[config.mk]
export PLATFORM = sky130hd
export DESIGN_NAME = feBootTop
export DESIGN_NICKNAME = d
export VERILOG_FILES = /design/src/design/bootPkg.sv /design/src/design/fePkg.sv /design/src/design/bootCtrl.sv /design/src/design/diagSequencer.sv /design/src/design/feBootTop.sv /design/src/design/iowdParser.sv /design/src/design/wordAssembler.sv
export SDC_FILE = /design/constraint.sdc
export NUM_CORES = 1
export LEC_CHECK = 0
export BUFFER_PORTS_ARGS = -buffer_cell sky130_fd_sc_hd__buf_4
export CAP_MARGIN = 10
export CORE_MARGIN = 4
export CORE_UTILIZATION = 45
export DETAILED_ROUTE_END_ITERATION = 6
export PLACE_DENSITY = 0.65
export SLEW_MARGIN = 0
export SYNTH_ARGS = -nofsm -noshare
export SYNTH_HDL_FRONTEND = slang
export SYNTH_SLANG_ARGS = --single-unit
[constraint.sdc]
create_clock -name CLK -period 6.5 [get_ports CLK]
set_input_delay 0 -clock CLK [delete_from_list [all_inputs] [get_ports CLK]]
set_output_delay 0 -clock CLK [all_outputs]
set_load 0.01 [all_outputs]
[src/design/bootPkg.sv]
package bootPkg;

  ////////////////////////////////////////////////////////////////////////////
  // Machine word and its halves
  typedef logic [17:0] tHalf;
  typedef logic [35:0] tWord;

  // One write into main memory
  // No back-pressure so valid alone qualifies it
  typedef struct packed {
    logic valid;
    tHalf addr;
    tWord data;
  } tMemWrite;

  // Summary of a finished load
  // Start word also lands at address 0
  // Address range covers data words only
  typedef struct packed {
    tWord startWord;
    tHalf minAddr;
    tHalf maxAddr;
  } tLoadStats;

  // Left halves at or above this value are IOWD block headers
  localparam tHalf IowdMin = 18'o400000;

endpackage

[src/design/fePkg.sv]
package fePkg;

  ////////////////////////////////////////////////////////////////////////////
  // Diagnostic function codes in octal as the front end issues them
  typedef enum logic [6:0] {
    stopClock    = 7'o000,
    startClock   = 7'o001,
    condStep     = 7'o004,
    clrReset     = 7'o006,
    setReset     = 7'o007,
    clrRun       = 7'o010,
    setRun       = 7'o011,
    continueBtn  = 7'o012,
    ldBurstRh    = 7'o042,
    ldBurstLh    = 7'o043,
    ldClkSrc     = 7'o044,
    ldEboxDis    = 7'o045,
    ldParChk     = 7'o046,
    ldMboxDis    = 7'o047,
    enableKl     = 7'o067,
    initChannels = 7'o070,
    writeMbox    = 7'o071,
    memReset     = 7'o076,
    diagIdle     = 7'o177
  } tDiagFunction;

  // Diagnostic bus as seen by the processor
  // dataRh only carries a value while driving is set
  typedef struct packed {
    logic         diagStrobe;
    tDiagFunction ds;
    logic         driving;
    logic [17:0]  dataRh;
  } tDiagBus;

  // Script segments played around the image load
  typedef enum logic {
    segReset,
    segStart
  } tScriptSeg;

endpackage

[src/design/bootCtrl.sv]
`timescale 1ns/1ps

module bootCtrl (
  input  logic             CLK,
  input  logic             arstN,
  input  logic             start,
  input  logic             segDone,
  input  logic             loadEnd,
  output logic             segRun,
  output fePkg::tScriptSeg seg,
  output logic             loadEn,
  output logic             bootDone
);
  import fePkg::*;

  typedef enum logic [2:0] {
    idle,
    resetScript,
    loading,
    startScript,
    done
  } tBootState;

  tBootState state;

  ////////////////////////////////////////////////////////////////////////////
  // Boot order
  // Reset script, image load, start script
  always_ff @(posedge CLK or negedge arstN) begin
    if (!arstN) begin
      state    <= idle;
      segRun   <= 1'b0;
      seg      <= segReset;
      loadEn   <= 1'b0;
      bootDone <= 1'b0;
    end else begin
      segRun <= 1'b0;
      case (state)
        idle: begin
          if (start) begin
            segRun <= 1'b1;
            seg    <= segReset;
            state  <= resetScript;
          end
        end
        resetScript: begin
          // Bytes start to flow once master reset is through
          if (segDone) begin
            loadEn <= 1'b1;
            state  <= loading;
          end
        end
        loading: begin
          if (loadEnd) begin
            loadEn <= 1'b0;
            segRun <= 1'b1;
            seg    <= segStart;
            state  <= startScript;
          end
        end
        startScript: begin
          if (segDone) begin
            bootDone <= 1'b1;
            state    <= done;
          end
        end
        // Held until the next reset
        default: state <= done;
      endcase
    end
  end

  aLoadOnlyLoading: assert property (@(posedge CLK) disable iff (!arstN) loadEn |-> state == loading)
    else $error("loadEn high outside the loading state");

endmodule

[src/design/diagSequencer.sv]
`timescale 1ns/1ps

module diagSequencer #(
  parameter int DiagHoldCycles = 9,
  parameter int DiagGapCycles  = 4
) (
  input  logic             CLK,
  input  logic             arstN,
  input  logic             segRun,
  input  fePkg::tScriptSeg seg,
  output fePkg::tDiagBus   diagBus,
  output logic             segDone
);
  import fePkg::*;

  localparam int CntMax = (DiagHoldCycles > DiagGapCycles) ? DiagHoldCycles : DiagGapCycles;
  localparam int CntW = $clog2(CntMax + 1);
  localparam int NumSteps = 23;

  // Segment bounds inside the script table
  localparam logic [4:0] ResetFirst = 5'd0;
  localparam logic [4:0] ResetLast  = 5'd16;
  localparam logic [4:0] StartFirst = 5'd17;
  localparam logic [4:0] StartLast  = 5'd22;

  typedef struct packed {
    tDiagFunction func;
    logic         driving;
    logic [17:0]  dataRh;
  } tScriptStep;

  ////////////////////////////////////////////////////////////////////////////
  // Script table
  // Master reset first, then the start sequence
  localparam tScriptStep ScriptRom [NumSteps] = '{
    '{clrRun,       1'b0, 18'o000000},
    '{ldClkSrc,     1'b1, 18'o000010},   // External clock, no divider
    '{stopClock,    1'b0, 18'o000000},
    '{setReset,     1'b0, 18'o000000},
    '{ldParChk,     1'b0, 18'o000000},
    '{ldMboxDis,    1'b0, 18'o000000},
    '{ldBurstRh,    1'b0, 18'o000000},
    '{ldBurstLh,    1'b0, 18'o000000},
    '{ldEboxDis,    1'b0, 18'o000000},
    '{startClock,   1'b0, 18'o000000},
    '{initChannels, 1'b0, 18'o000000},
    '{ldBurstRh,    1'b0, 18'o000000},
    '{condStep,     1'b0, 18'o000000},
    '{clrReset,     1'b0, 18'o000000},
    '{enableKl,     1'b0, 18'o000000},
    '{memReset,     1'b0, 18'o000000},
    '{writeMbox,    1'b1, 18'o001402},
    '{ldMboxDis,    1'b1, 18'o000003},   // Start segment begins here
    '{ldParChk,     1'b1, 18'o000016},
    '{startClock,   1'b0, 18'o000000},
    '{setRun,       1'b0, 18'o000000},
    '{continueBtn,  1'b0, 18'o000000},
    '{startClock,   1'b0, 18'o000000}
  };

  logic            running;
  logic            inStrobe;
  logic [CntW-1:0] phaseCnt;
  logic [4:0]      stepIdx;
  logic [4:0]      lastIdx;
  tScriptSeg       curSeg;
  tScriptStep      curStep;
  logic            holdEnd;
  logic            gapEnd;
  logic            strobeOn;

  assign curStep  = ScriptRom[stepIdx];
  assign holdEnd  = phaseCnt == CntW'(DiagHoldCycles - 1);
  assign gapEnd   = phaseCnt == CntW'(DiagGapCycles - 1);
  assign lastIdx  = (curSeg == segReset) ? ResetLast : StartLast;
  assign strobeOn = running & inStrobe;

  // Strobe phase then gap phase for every step
  always_ff @(posedge CLK or negedge arstN) begin
    if (!arstN) begin
      running  <= 1'b0;
      inStrobe <= 1'b0;
      phaseCnt <= '0;
      stepIdx  <= ResetFirst;
      curSeg   <= segReset;
    end else if (!running) begin
      if (segRun) begin
        running  <= 1'b1;
        inStrobe <= 1'b1;
        phaseCnt <= '0;
        curSeg   <= seg;
        stepIdx  <= (seg == segReset) ? ResetFirst : StartFirst;
      end
    end else if (inStrobe) begin
      if (holdEnd) begin
        inStrobe <= 1'b0;
        phaseCnt <= '0;
      end else begin
        phaseCnt <= phaseCnt + 1'b1;
      end
    end else if (gapEnd) begin
      phaseCnt <= '0;
      // Last gap of the segment ends the run
      if (stepIdx == lastIdx) begin
        running <= 1'b0;
      end else begin
        stepIdx  <= stepIdx + 1'b1;
        inStrobe <= 1'b1;
      end
    end else begin
      phaseCnt <= phaseCnt + 1'b1;
    end
  end

  // Bus fields follow the current step only while strobing
  always_comb begin
    diagBus.diagStrobe = strobeOn;
    diagBus.ds         = strobeOn ? curStep.func : diagIdle;
    diagBus.driving    = strobeOn & curStep.driving;
    diagBus.dataRh     = (strobeOn && curStep.driving) ? curStep.dataRh : '0;
  end

  assign segDone = running & ~inStrobe & gapEnd & (stepIdx == lastIdx);

  // Boot control waits for segDone before the next launch
  aSegRunIdle: assert property (@(posedge CLK) disable iff (!arstN) segRun |-> !running)
    else $error("segRun while a script segment is still running");

endmodule

[src/design/feBootTop.sv]
`timescale 1ns/1ps

module feBootTop #(
  parameter int DiagHoldCycles = 9,
  parameter int DiagGapCycles  = 4,
  parameter int ByteFifoDepth  = 4
) (
  input  logic               CLK,
  input  logic               arstN,
  input  logic               start,
  output logic               bootDone,
  input  logic               byteValid,
  input  logic [7:0]         byteData,
  output logic               creditReturn,
  output fePkg::tDiagBus     diagBus,
  output bootPkg::tMemWrite  memWr,
  output bootPkg::tLoadStats stats
);
  import fePkg::*;
  import bootPkg::*;

  // Script handshake
  logic      segRun;
  logic      segDone;
  tScriptSeg seg;

  // Load path
  logic loadEn;
  logic loadEnd;
  tWord word;
  logic wordValid;

  bootCtrl uBootCtrl (
    .CLK(CLK), .arstN(arstN), .start(start), .segDone(segDone), .loadEnd(loadEnd),
    .segRun(segRun), .seg(seg), .loadEn(loadEn), .bootDone(bootDone)
  );

  diagSequencer #(.DiagHoldCycles(DiagHoldCycles), .DiagGapCycles(DiagGapCycles)) uDiagSeq (
    .CLK(CLK), .arstN(arstN), .segRun(segRun), .seg(seg),
    .diagBus(diagBus), .segDone(segDone)
  );

  wordAssembler #(.ByteFifoDepth(ByteFifoDepth)) uWordAsm (
    .CLK(CLK), .arstN(arstN), .loadEn(loadEn), .byteValid(byteValid), .byteData(byteData),
    .creditReturn(creditReturn), .word(word), .wordValid(wordValid)
  );

  iowdParser uIowdParser (
    .CLK(CLK), .arstN(arstN), .word(word), .wordValid(wordValid),
    .memWr(memWr), .loadEnd(loadEnd), .stats(stats)
  );

endmodule

[src/design/iowdParser.sv]
`timescale 1ns/1ps

module iowdParser (
  input  logic               CLK,
  input  logic               arstN,
  input  bootPkg::tWord      word,
  input  logic               wordValid,
  output bootPkg::tMemWrite  memWr,
  output logic               loadEnd,
  output bootPkg::tLoadStats stats
);
  import bootPkg::*;

  tHalf leftHalf;
  tHalf rightHalf;
  tHalf remaining;
  tHalf curAddr;
  tHalf minAddr;
  tHalf maxAddr;
  tHalf wrAddr;
  tWord wrData;
  tWord startWord;
  logic wrValid;
  logic isHeader;
  logic isBlock;
  logic isData;

  assign leftHalf  = word[35:18];
  assign rightHalf = word[17:0];

  // No words left in the block means this one is a header
  assign isHeader = wordValid && (remaining == '0);
  assign isData   = wordValid && (remaining != '0);
  assign isBlock  = leftHalf >= IowdMin;

  ////////////////////////////////////////////////////////////////////////////
  // Block state and address range
  always_ff @(posedge CLK or negedge arstN) begin
    if (!arstN) begin
      remaining <= '0;
      curAddr   <= '0;
      wrValid   <= 1'b0;
      loadEnd   <= 1'b0;
      minAddr   <= '1;
      maxAddr   <= '0;
    end else begin
      wrValid <= 1'b0;
      loadEnd <= 1'b0;
      if (isHeader) begin
        if (isBlock) begin
          // Block length is 2^18 minus the negative left half
          remaining <= tHalf'(18'd0 - leftHalf);
          curAddr   <= rightHalf;
        end else begin
          // Start word goes to address 0 and ends the load
          wrValid <= 1'b1;
          loadEnd <= 1'b1;
        end
      end else if (isData) begin
        wrValid   <= 1'b1;
        curAddr   <= curAddr + 1'b1;
        remaining <= remaining - 1'b1;
        if (curAddr < minAddr) minAddr <= curAddr;
        if (curAddr > maxAddr) maxAddr <= curAddr;
      end
    end
  end

  // Write payload and start word
  always_ff @(posedge CLK) begin
    if (isHeader && !isBlock) begin
      wrAddr    <= '0;
      wrData    <= word;
      startWord <= word;
    end else if (isData) begin
      wrAddr <= curAddr;
      wrData <= word;
    end
  end

  assign memWr = '{valid: wrValid, addr: wrAddr, data: wrData};
  assign stats = '{startWord: startWord, minAddr: minAddr, maxAddr: maxAddr};

endmodule

[src/design/wordAssembler.sv]
`timescale 1ns/1ps

module wordAssembler #(
  parameter int ByteFifoDepth = 4
) (
  input  logic          CLK,
  input  logic          arstN,
  input  logic          loadEn,
  input  logic          byteValid,
  input  logic [7:0]    byteData,
  output logic          creditReturn,
  output bootPkg::tWord word,
  output logic          wordValid
);
  import bootPkg::*;

  localparam int PtrW = (ByteFifoDepth > 1) ? $clog2(ByteFifoDepth) : 1;
  localparam int CntW = $clog2(ByteFifoDepth + 1);

  logic [7:0]      fifoMem [ByteFifoDepth];
  logic [PtrW-1:0] wrPtr;
  logic [PtrW-1:0] rdPtr;
  logic [CntW-1:0] fillCnt;
  logic            fifoFull;
  logic            pop;
  logic [7:0]      popByte;
  logic [2:0]      byteIdx;
  tWord            shiftReg;

  // Pointer step with wrap for any depth
  function automatic logic [PtrW-1:0] nextPtr(input logic [PtrW-1:0] ptr);
    return (ptr == PtrW'(ByteFifoDepth - 1)) ? '0 : ptr + 1'b1;
  endfunction

  assign fifoFull = fillCnt == CntW'(ByteFifoDepth);
  assign pop      = loadEn && (fillCnt != '0);
  assign popByte  = fifoMem[rdPtr];

  ////////////////////////////////////////////////////////////////////////////
  // Byte FIFO
  // Host only sends against credits, so a push is always accepted
  always_ff @(posedge CLK) begin
    if (byteValid) fifoMem[wrPtr] <= byteData;
  end

  always_ff @(posedge CLK or negedge arstN) begin
    if (!arstN) begin
      wrPtr        <= '0;
      rdPtr        <= '0;
      fillCnt      <= '0;
      creditReturn <= 1'b0;
      byteIdx      <= '0;
      wordValid    <= 1'b0;
    end else begin
      if (byteValid) wrPtr <= nextPtr(wrPtr);
      if (pop) rdPtr <= nextPtr(rdPtr);
      case ({byteValid, pop})
        2'b10:   fillCnt <= fillCnt + 1'b1;
        2'b01:   fillCnt <= fillCnt - 1'b1;
        default: fillCnt <= fillCnt;
      endcase
      // Each pop frees one slot back to the host
      creditReturn <= pop;
      wordValid    <= pop && (byteIdx == 3'd4);
      if (pop) byteIdx <= (byteIdx == 3'd4) ? 3'd0 : byteIdx + 1'b1;
    end
  end

  // Big-endian packing where the fifth byte gives only its upper nibble
  always_ff @(posedge CLK) begin
    if (pop) begin
      if (byteIdx == 3'd4) shiftReg <= {shiftReg[31:0], popByte[7:4]};
      else                 shiftReg <= {shiftReg[27:0], popByte};
    end
  end

  assign word = shiftReg;

  // Overflow here means the host sent without a credit
  aNoOverflow: assert property (@(posedge CLK) disable iff (!arstN) byteValid |-> !fifoFull)
    else $error("byte pushed into a full FIFO, credit rule broken");

endmodule

* Word-level counts from Yosys, hierarchy flattened
Memory sizes are Yosys's and may differ from the RTL's. Index checks and enable logic that the tools add are counted.
Word-level totals: logic and storage cells 155, memories 2, input bits 12, flip-flop bits (word level) 231, memory bits (writable) 32, bits in read-only memories 832, output and inout bits 156
Cells by class: bitwise gates (word level) 9, mux-type cells 59, $add $sub $neg 10, order comparisons 4, reductions and logical operators 26, equal/unequal tests 19
Memory list:
- (name not given) | words 32, width 26, read ports 1, clocked after Yosys merged registers in 0, wr ports 0, line diagSequencer.sv:72 | assign curStep = ScriptRom[stepIdx];
- uWordAsm.fifoMem | words 4, width 8, read ports 1, clocked after Yosys merged registers in 0, wr ports 1, line wordAssembler.sv:20 | logic [7:0] fifoMem [ByteFifoDepth];
Operators with widths (count):
- 18-bit 2-to-1 mux | 7
- 36-bit 2-to-1 mux | 3
- 26-bit 2-to-1 mux | 2
- 5-bit 2-to-1 mux | 6
- 1-bit 2-to-1 mux | 22
- 4-bit 2-to-1 mux | 5
- 18-bit by 1-bit adder with 18-bit output (second input constant) | 1
- 18-bit >= comparator (second input constant) | 1
- 18-bit > comparator | 1
- 18-bit logical NOT | 1
- 18-bit less-than comparator | 1
- 3-bit 2-to-1 mux | 6
- 18-bit nonzero test | 1
- 1-bit by 18-bit subtractor with 18-bit output (first input constant) | 1
- 18-bit by 1-bit subtractor with 18-bit output (second input constant) | 1
- 2-bit != test (second input constant) | 7
- 3-bit case mux with 4 select lines | 1
- 3-bit AND reduction | 4
- 2-bit nonzero test | 6
- 4-bit AND reduction | 2
- 7-bit 2-to-1 mux | 1
- 3-bit by 1-bit adder with 3-bit output (second input constant) | 2
- 2-bit == test (second input constant) | 3
- 3-bit by 2-bit == test with 1-bit output (second input constant) | 2
- other kinds (23) | 40

* Logic depth before layout (Yosys ltp)
depth after elaboration 6, depth in mapped cells 10, mapped depth without buffers 8

* Hierarchy
A second synthesis with hierarchy kept.
Second synthesis, totals: cell total of the unflattened synthesis 1104, area, all modules 12535.8 um^2
Modules (own cells, without submodules):
- iowdParser | cells each 663, area an instance 7571.0 um^2, sequential area each 4396.7 um^2, instances 1
- wordAssembler | cells each 259, area an instance 3343.2 um^2, sequential area each 2342.2 um^2, instances 1
- diagSequencer | cells each 153, area an instance 1288.7 um^2, sequential area each 300.3 um^2, instances 1
- bootCtrl | cells each 29, area an instance 332.8 um^2, sequential area each 175.2 um^2, instances 1

* Worst setup path before layout
No wires, ideal clock.
kind register to register, start point register uIowdParser.remaining[0], end point register uIowdParser.wrData[0] (enable), required time 6021 ps, slack 1632 ps, period minus slack after synthesis 4868 ps, path buffers 2, data arrival time 4389 ps, setup time 479 ps, cell stages (with the launch flop) 9, cell sequence dfrtp_1 > inv_1 > ha_1 > nor4b_4 > nand3_1 > or3_1 > buf_2 > clkbuf_1 > o21ai_0
Between the ends: longest elaborated chain between the ends 4, elaborated cells on any way between the ends 6, those cells by class 6 x reduce/logical
RTL lines:
- start, declared | line iowdParser.sv:16 | tHalf remaining;
- start signal, assigned | line iowdParser.sv:52 | remaining <= tHalf'(18'd0 - leftHalf);
- start signal, assigned | line iowdParser.sv:62 | remaining <= remaining - 1'b1;
- 18-bit logical NOT | line iowdParser.sv:32 | assign isHeader = wordValid && (remaining == '0);
- 1-bit logical AND | line iowdParser.sv:32
- 1-bit logical AND | line iowdParser.sv:71 | if (isHeader && !isBlock) begin
- 2-bit nonzero test (no line) *
- end signal, assigned | line iowdParser.sv:73 | wrData <= word;
- end signal, assigned | line iowdParser.sv:77 | wrData <= word;
- end, declared | line iowdParser.sv:21 | tWord wrData;
Mark *: on every way between the ends. The rest lies on a longest branch, timed or not. A chain may end at the register's enable or synchronous reset.

* Worst setup path in the final report
start point register uIowdParser.remaining[0], end point register uIowdParser.minAddr[2]
Between the ends: longest elaborated chain between the ends 4, elaborated cells on any way between the ends 6, those cells by class 1 x bitwise; 5 x reduce/logical
RTL lines:
- 18-bit logical NOT | line iowdParser.sv:32
- 1-bit logical AND | line iowdParser.sv:32
- 1-bit inverter (no line)
- 3-bit AND reduction (no line) *
- end signal, assigned | line iowdParser.sv:63 | if (curAddr < minAddr) minAddr <= curAddr;
- end, declared | line iowdParser.sv:18 | tHalf minAddr;
Marked as above.

==> results.py <==
metrics = {
    "synth": {
        "synth_most_common_cell": "edfxtp_1",
        "syn_inst": 1034,
        "synth-seq-area-share_pct": 58.7,
        "synth_seq_cells": 263,
        "synth_edf_count": 140,
        "synthTopCellsByCount": "edfxtp_1 (140), nand2_1 (109), dfrtp_1 (87), a21oi_1 (77), inv_1 (66)",
        "synth_ff_type": "edfxtp_1",
        "syn_area_per_cell_um2": 11.9,
        "ys_warn_count": 0,
        "synth_cell_types": 65,
        "synthTopCellsByArea": "edfxtp_1 (34%), dfrtp_1 (18%), ha_1 (5.8%)",
        "syn-cell-area_um2": 12300,
        "synthArstFlopShare_pct": 39.9,
        "yosysTopAreaCell": "edfxtp_1",
        "synth_top_area_share_pct": 34.2,
    },
    "placement": {
        "dp.cells": 1498,
        "dp_hpwl_mm": 19.4,
        "dp_slack_ps": 2920,
        "gp_congestion": 0.851,
        "port_buffers": 155,
        "placed_area_um2": 13700,
    },
    "cts": {
        "clk_pin_slew_ps": 60,
        "cts_tree": "built",
        "cts-root-buf": "clkbuf_16",
        "cts.sinks": 263,
        "cts_buffers": 28,
        "cts_setup_buffers": 0,
        "h-tree-depth": 1,
        "cts_max_path_buffers": 3,
        "clkLatencyLatePin_ps": 550,
    },
    "critical_path": {
        "cp_num_buf_inv": 2,
        "start_kind": "register",
        "critPathArrivalTime_ps": 4110,
        "crit_required_ps": 6970,
        "slowest_delay_ps": 930,
        "critPathSlowestCell": "o31a_1",
        "end_kind": "register",
        "worstPathMaxFanout": 30,
        "worstPathCellList": "inv_1, ha_1, nor4b_4, nand3_2, o31a_1, nand2_1, buf_4, a211oi_4, mux2_2",
        "cpLargestDelayFamily": "compound AO/OA/AOI/OAI gates",
        "worstSetupPathType": "reg2reg",
        "r2r_slack_ps": 2860,
    },
    "global_route": {
        "grt_pass1_vias": 8284,
        "grt_usage_pct": 18.5,
        "grt_pass1_wl_mm": 45.5,
        "grt-ovfl-total": 0,
        "grt_max_degree": 62,
        "antenna_found_initial": 0,
    },
    "power_and_ir_drop": {
        "clockPowerShare_pct": 42.4,
        "power_switching_mw": 0.780,
        "p_sw_share_pct": 22.3,
        "peakVddDrop_mv": 0.242,
        "power_mw": 3.49,
        "power_density_nw_per_um2": 238,
        "p_leak_nw": 6.00,
        "sequentialPowerShare_pct": 52.9,
        "pwr-share-comb_pct": 4.8,
        "p_int_mw": 2.71,
    },
    "detailed_routing": {
        "viasPerCell": 5.36,
        "detail_route.iter0.violations": 640,
        "routed_wl_mm": 28.2,
        "vias": 8362,
        "postRouteAntennaNets": 0,
        "drc": 0,
        "wire_per_inst_um": 18.1,
        "firstDrtPassIters": 5,
    },
    "sta": {
        "min_period_ps": 3640,
        "max-slew-margin-rel_pct": 23.2,
        "fin_skew_ps": 13.2,
        "report.final.setup_viol": 0,
        "worst_pin_slew_ps": 1150,
        "holdWs_ps": 37.3,
        "slew_viol_final": 0,
        "hold_violations": 0,
        "fin_ws_ps": 2860,
        "rsz0062_at_grt": "false",
        "max_freq_mhz": 275,
        "fin_crit_sh_pct": 56.0,
        "tns_ps": 0,
    },
    "final_layout": {
        "design_area_um2": 14700,
        "n_antenna_cell": 0,
        "area_delta_synth_final_pct": 19.6,
        "nNetsFinal": 1268,
        "fin_cells": 1560,
        "fillers": 2326,
        "final_util_pct": 54.7,
        "drive_above_1_share_pct": 25.1,
    },
    "floorplanning": {
        "fp.dieArea_um2": 30000,
        "die_y_um": 173,
        "io_pins": 168,
        "num_rows": 60,
        "initial_core_util_pct": 45.7,
        "core-area_um2": 26900,
        "die_w_um": 173,
    },
    "worst_hold_path": {
        "worstHoldPathType": "in2async",
    },
    "job": {
        "maxCapViolCount": 0,
    },
    "status": {
        "status": "completed",
    },
}
## power groups by stage
stage | combinational [mW] | sequential, mW | clock, mW
2_1_floorplan | 0.115 | 1.87 | 0
3_3_place_gp | 0.160 | 1.88 | 0
3_5_place_dp | 0.165 | 1.88 | 0
4_1_cts | 0.170 | 1.85 | 1.52
5_1_grt | 0.194 | 1.85 | 1.60
6_report | 0.166 | 1.85 | 1.48
## flip-flops by register name, indices dropped and copies added (netlist names), 5 cells and up
| signal | count |
|---|---|
| uWordAsm.fifoMem | 32 |
| uIowdParser.maxAddr | 18 |
| uIowdParser.wrData | 36 |
| uIowdParser.minAddr | 18 |
| uIowdParser.remaining | 18 |
| uDiagSeq.stepIdx | 5 |
| uIowdParser.wrAddr | 18 |
| uIowdParser.startWord | 36 |
| uIowdParser.curAddr | 18 |
| uWordAsm.word | 36 |
## final timing paths
| check | startpoint | depth (start not counted) | to |
|---|---|---|---|
| min reg2reg | uIowdParser.wrAddr[5]$_SDFFE_PP0P_ | 2 | uIowdParser.wrAddr[5]$_SDFFE_PP0P_ |
| max | uIowdParser.remaining[0]$_DFFE_PN0P_ | 9 | uIowdParser.minAddr[2]$_DFFE_PN1P_ |
| min in group CLK | byteData[1] | 2 | uWordAsm.fifoMem[3][1]$_DFFE_PP_ |
| min | arstN | 2 | uWordAsm.rdPtr[1]$_DFFE_PN0P_ |
| max reg2reg | uIowdParser.remaining[0]$_DFFE_PN0P_ | 9 | uIowdParser.minAddr[2]$_DFFE_PN1P_ |
| max in group asynchronous | arstN | 3 | uIowdParser.maxAddr[10]$_DFFE_PN0P_ |
## layer usage
layer / vias up / track usage [%] / wire (µm)
li1: 4042 / - / -
met1: 4099 / 25.5 / 12600
met2: 201 / 29.9 / 13400
met3: 20 / 4.88 / 1890
met4: 0 / 3.62 / 337
met5: - / 0 / 0
## placed cells by master (no fill, tap or decap), types with 4 or more instances in the layout
cell type	netlist	layout
clkbuf_1	27	6
nand3_1	28	28
or4_1	6	6
a2bb2oi_1	4	4
nand4_1	10	10
nor2_1	60	60
clkinv_2	0	8
nor3_1	23	23
xor2_1	10	10
dfstp_2	18	18
dlygate4sd3_1	0	11
conb_1	1	12
mux4_2	9	9
nor4_1	6	6
ha_1	57	57
and3_1	4	4
clkbuf_16	0	28
nand2_1	109	109
o211ai_1	4	4
a21oi_1	77	77
or3_1	10	10
inv_1	66	66
dfrtp_1	87	87
mux2_2	60	60
buf_4	15	165
o31ai_1	11	11
nor2b_1	8	8
nand2b_1	5	5
mux2i_1	8	8
mux2_1	9	9
and2_1	8	8
o22ai_1	8	8
edfxtp_1	140	140
a211oi_1	8	8
dfxtp_1	18	18
xnor2_1	9	9
o21ai_0	56	55
a31oi_1	6	6
## final cells by class
cell class	instances	area [µm²]	share of cell area (%)
Clock inverter	14	96.3	0.656
Inverter	66	248	1.69
Clock buffer	37	764	5.20
Multi-Input combinational cell	663	4590	31.3
Tap cell	341	427	2.90
Sequential cell	263	7210	49.1
Timing Repair Buffer	176	1350	9.18
## cells by family after synthesis
kind of cell | Yosys count | synth area share [%]
AND/OR/NAND/NOR | 290 | 11.3
adder cells (fa/ha/maj) | 58 | 5.97
multiplexers | 86 | 8.63
buffers and inverters | 119 | 4.29
flip-flops | 263 | 58.7
other | 1 | 0.0305
XOR/XNOR | 19 | 1.35
AO/OA/AOI/OAI | 198 | 9.73
## what timing repair did
action	4_1_cts	5_1_grt
hold buffers	11	0
gates resized for setup	0	0
hold endpoints to repair	83	0
No activity file was read; power rests on OpenSTA's default activity.
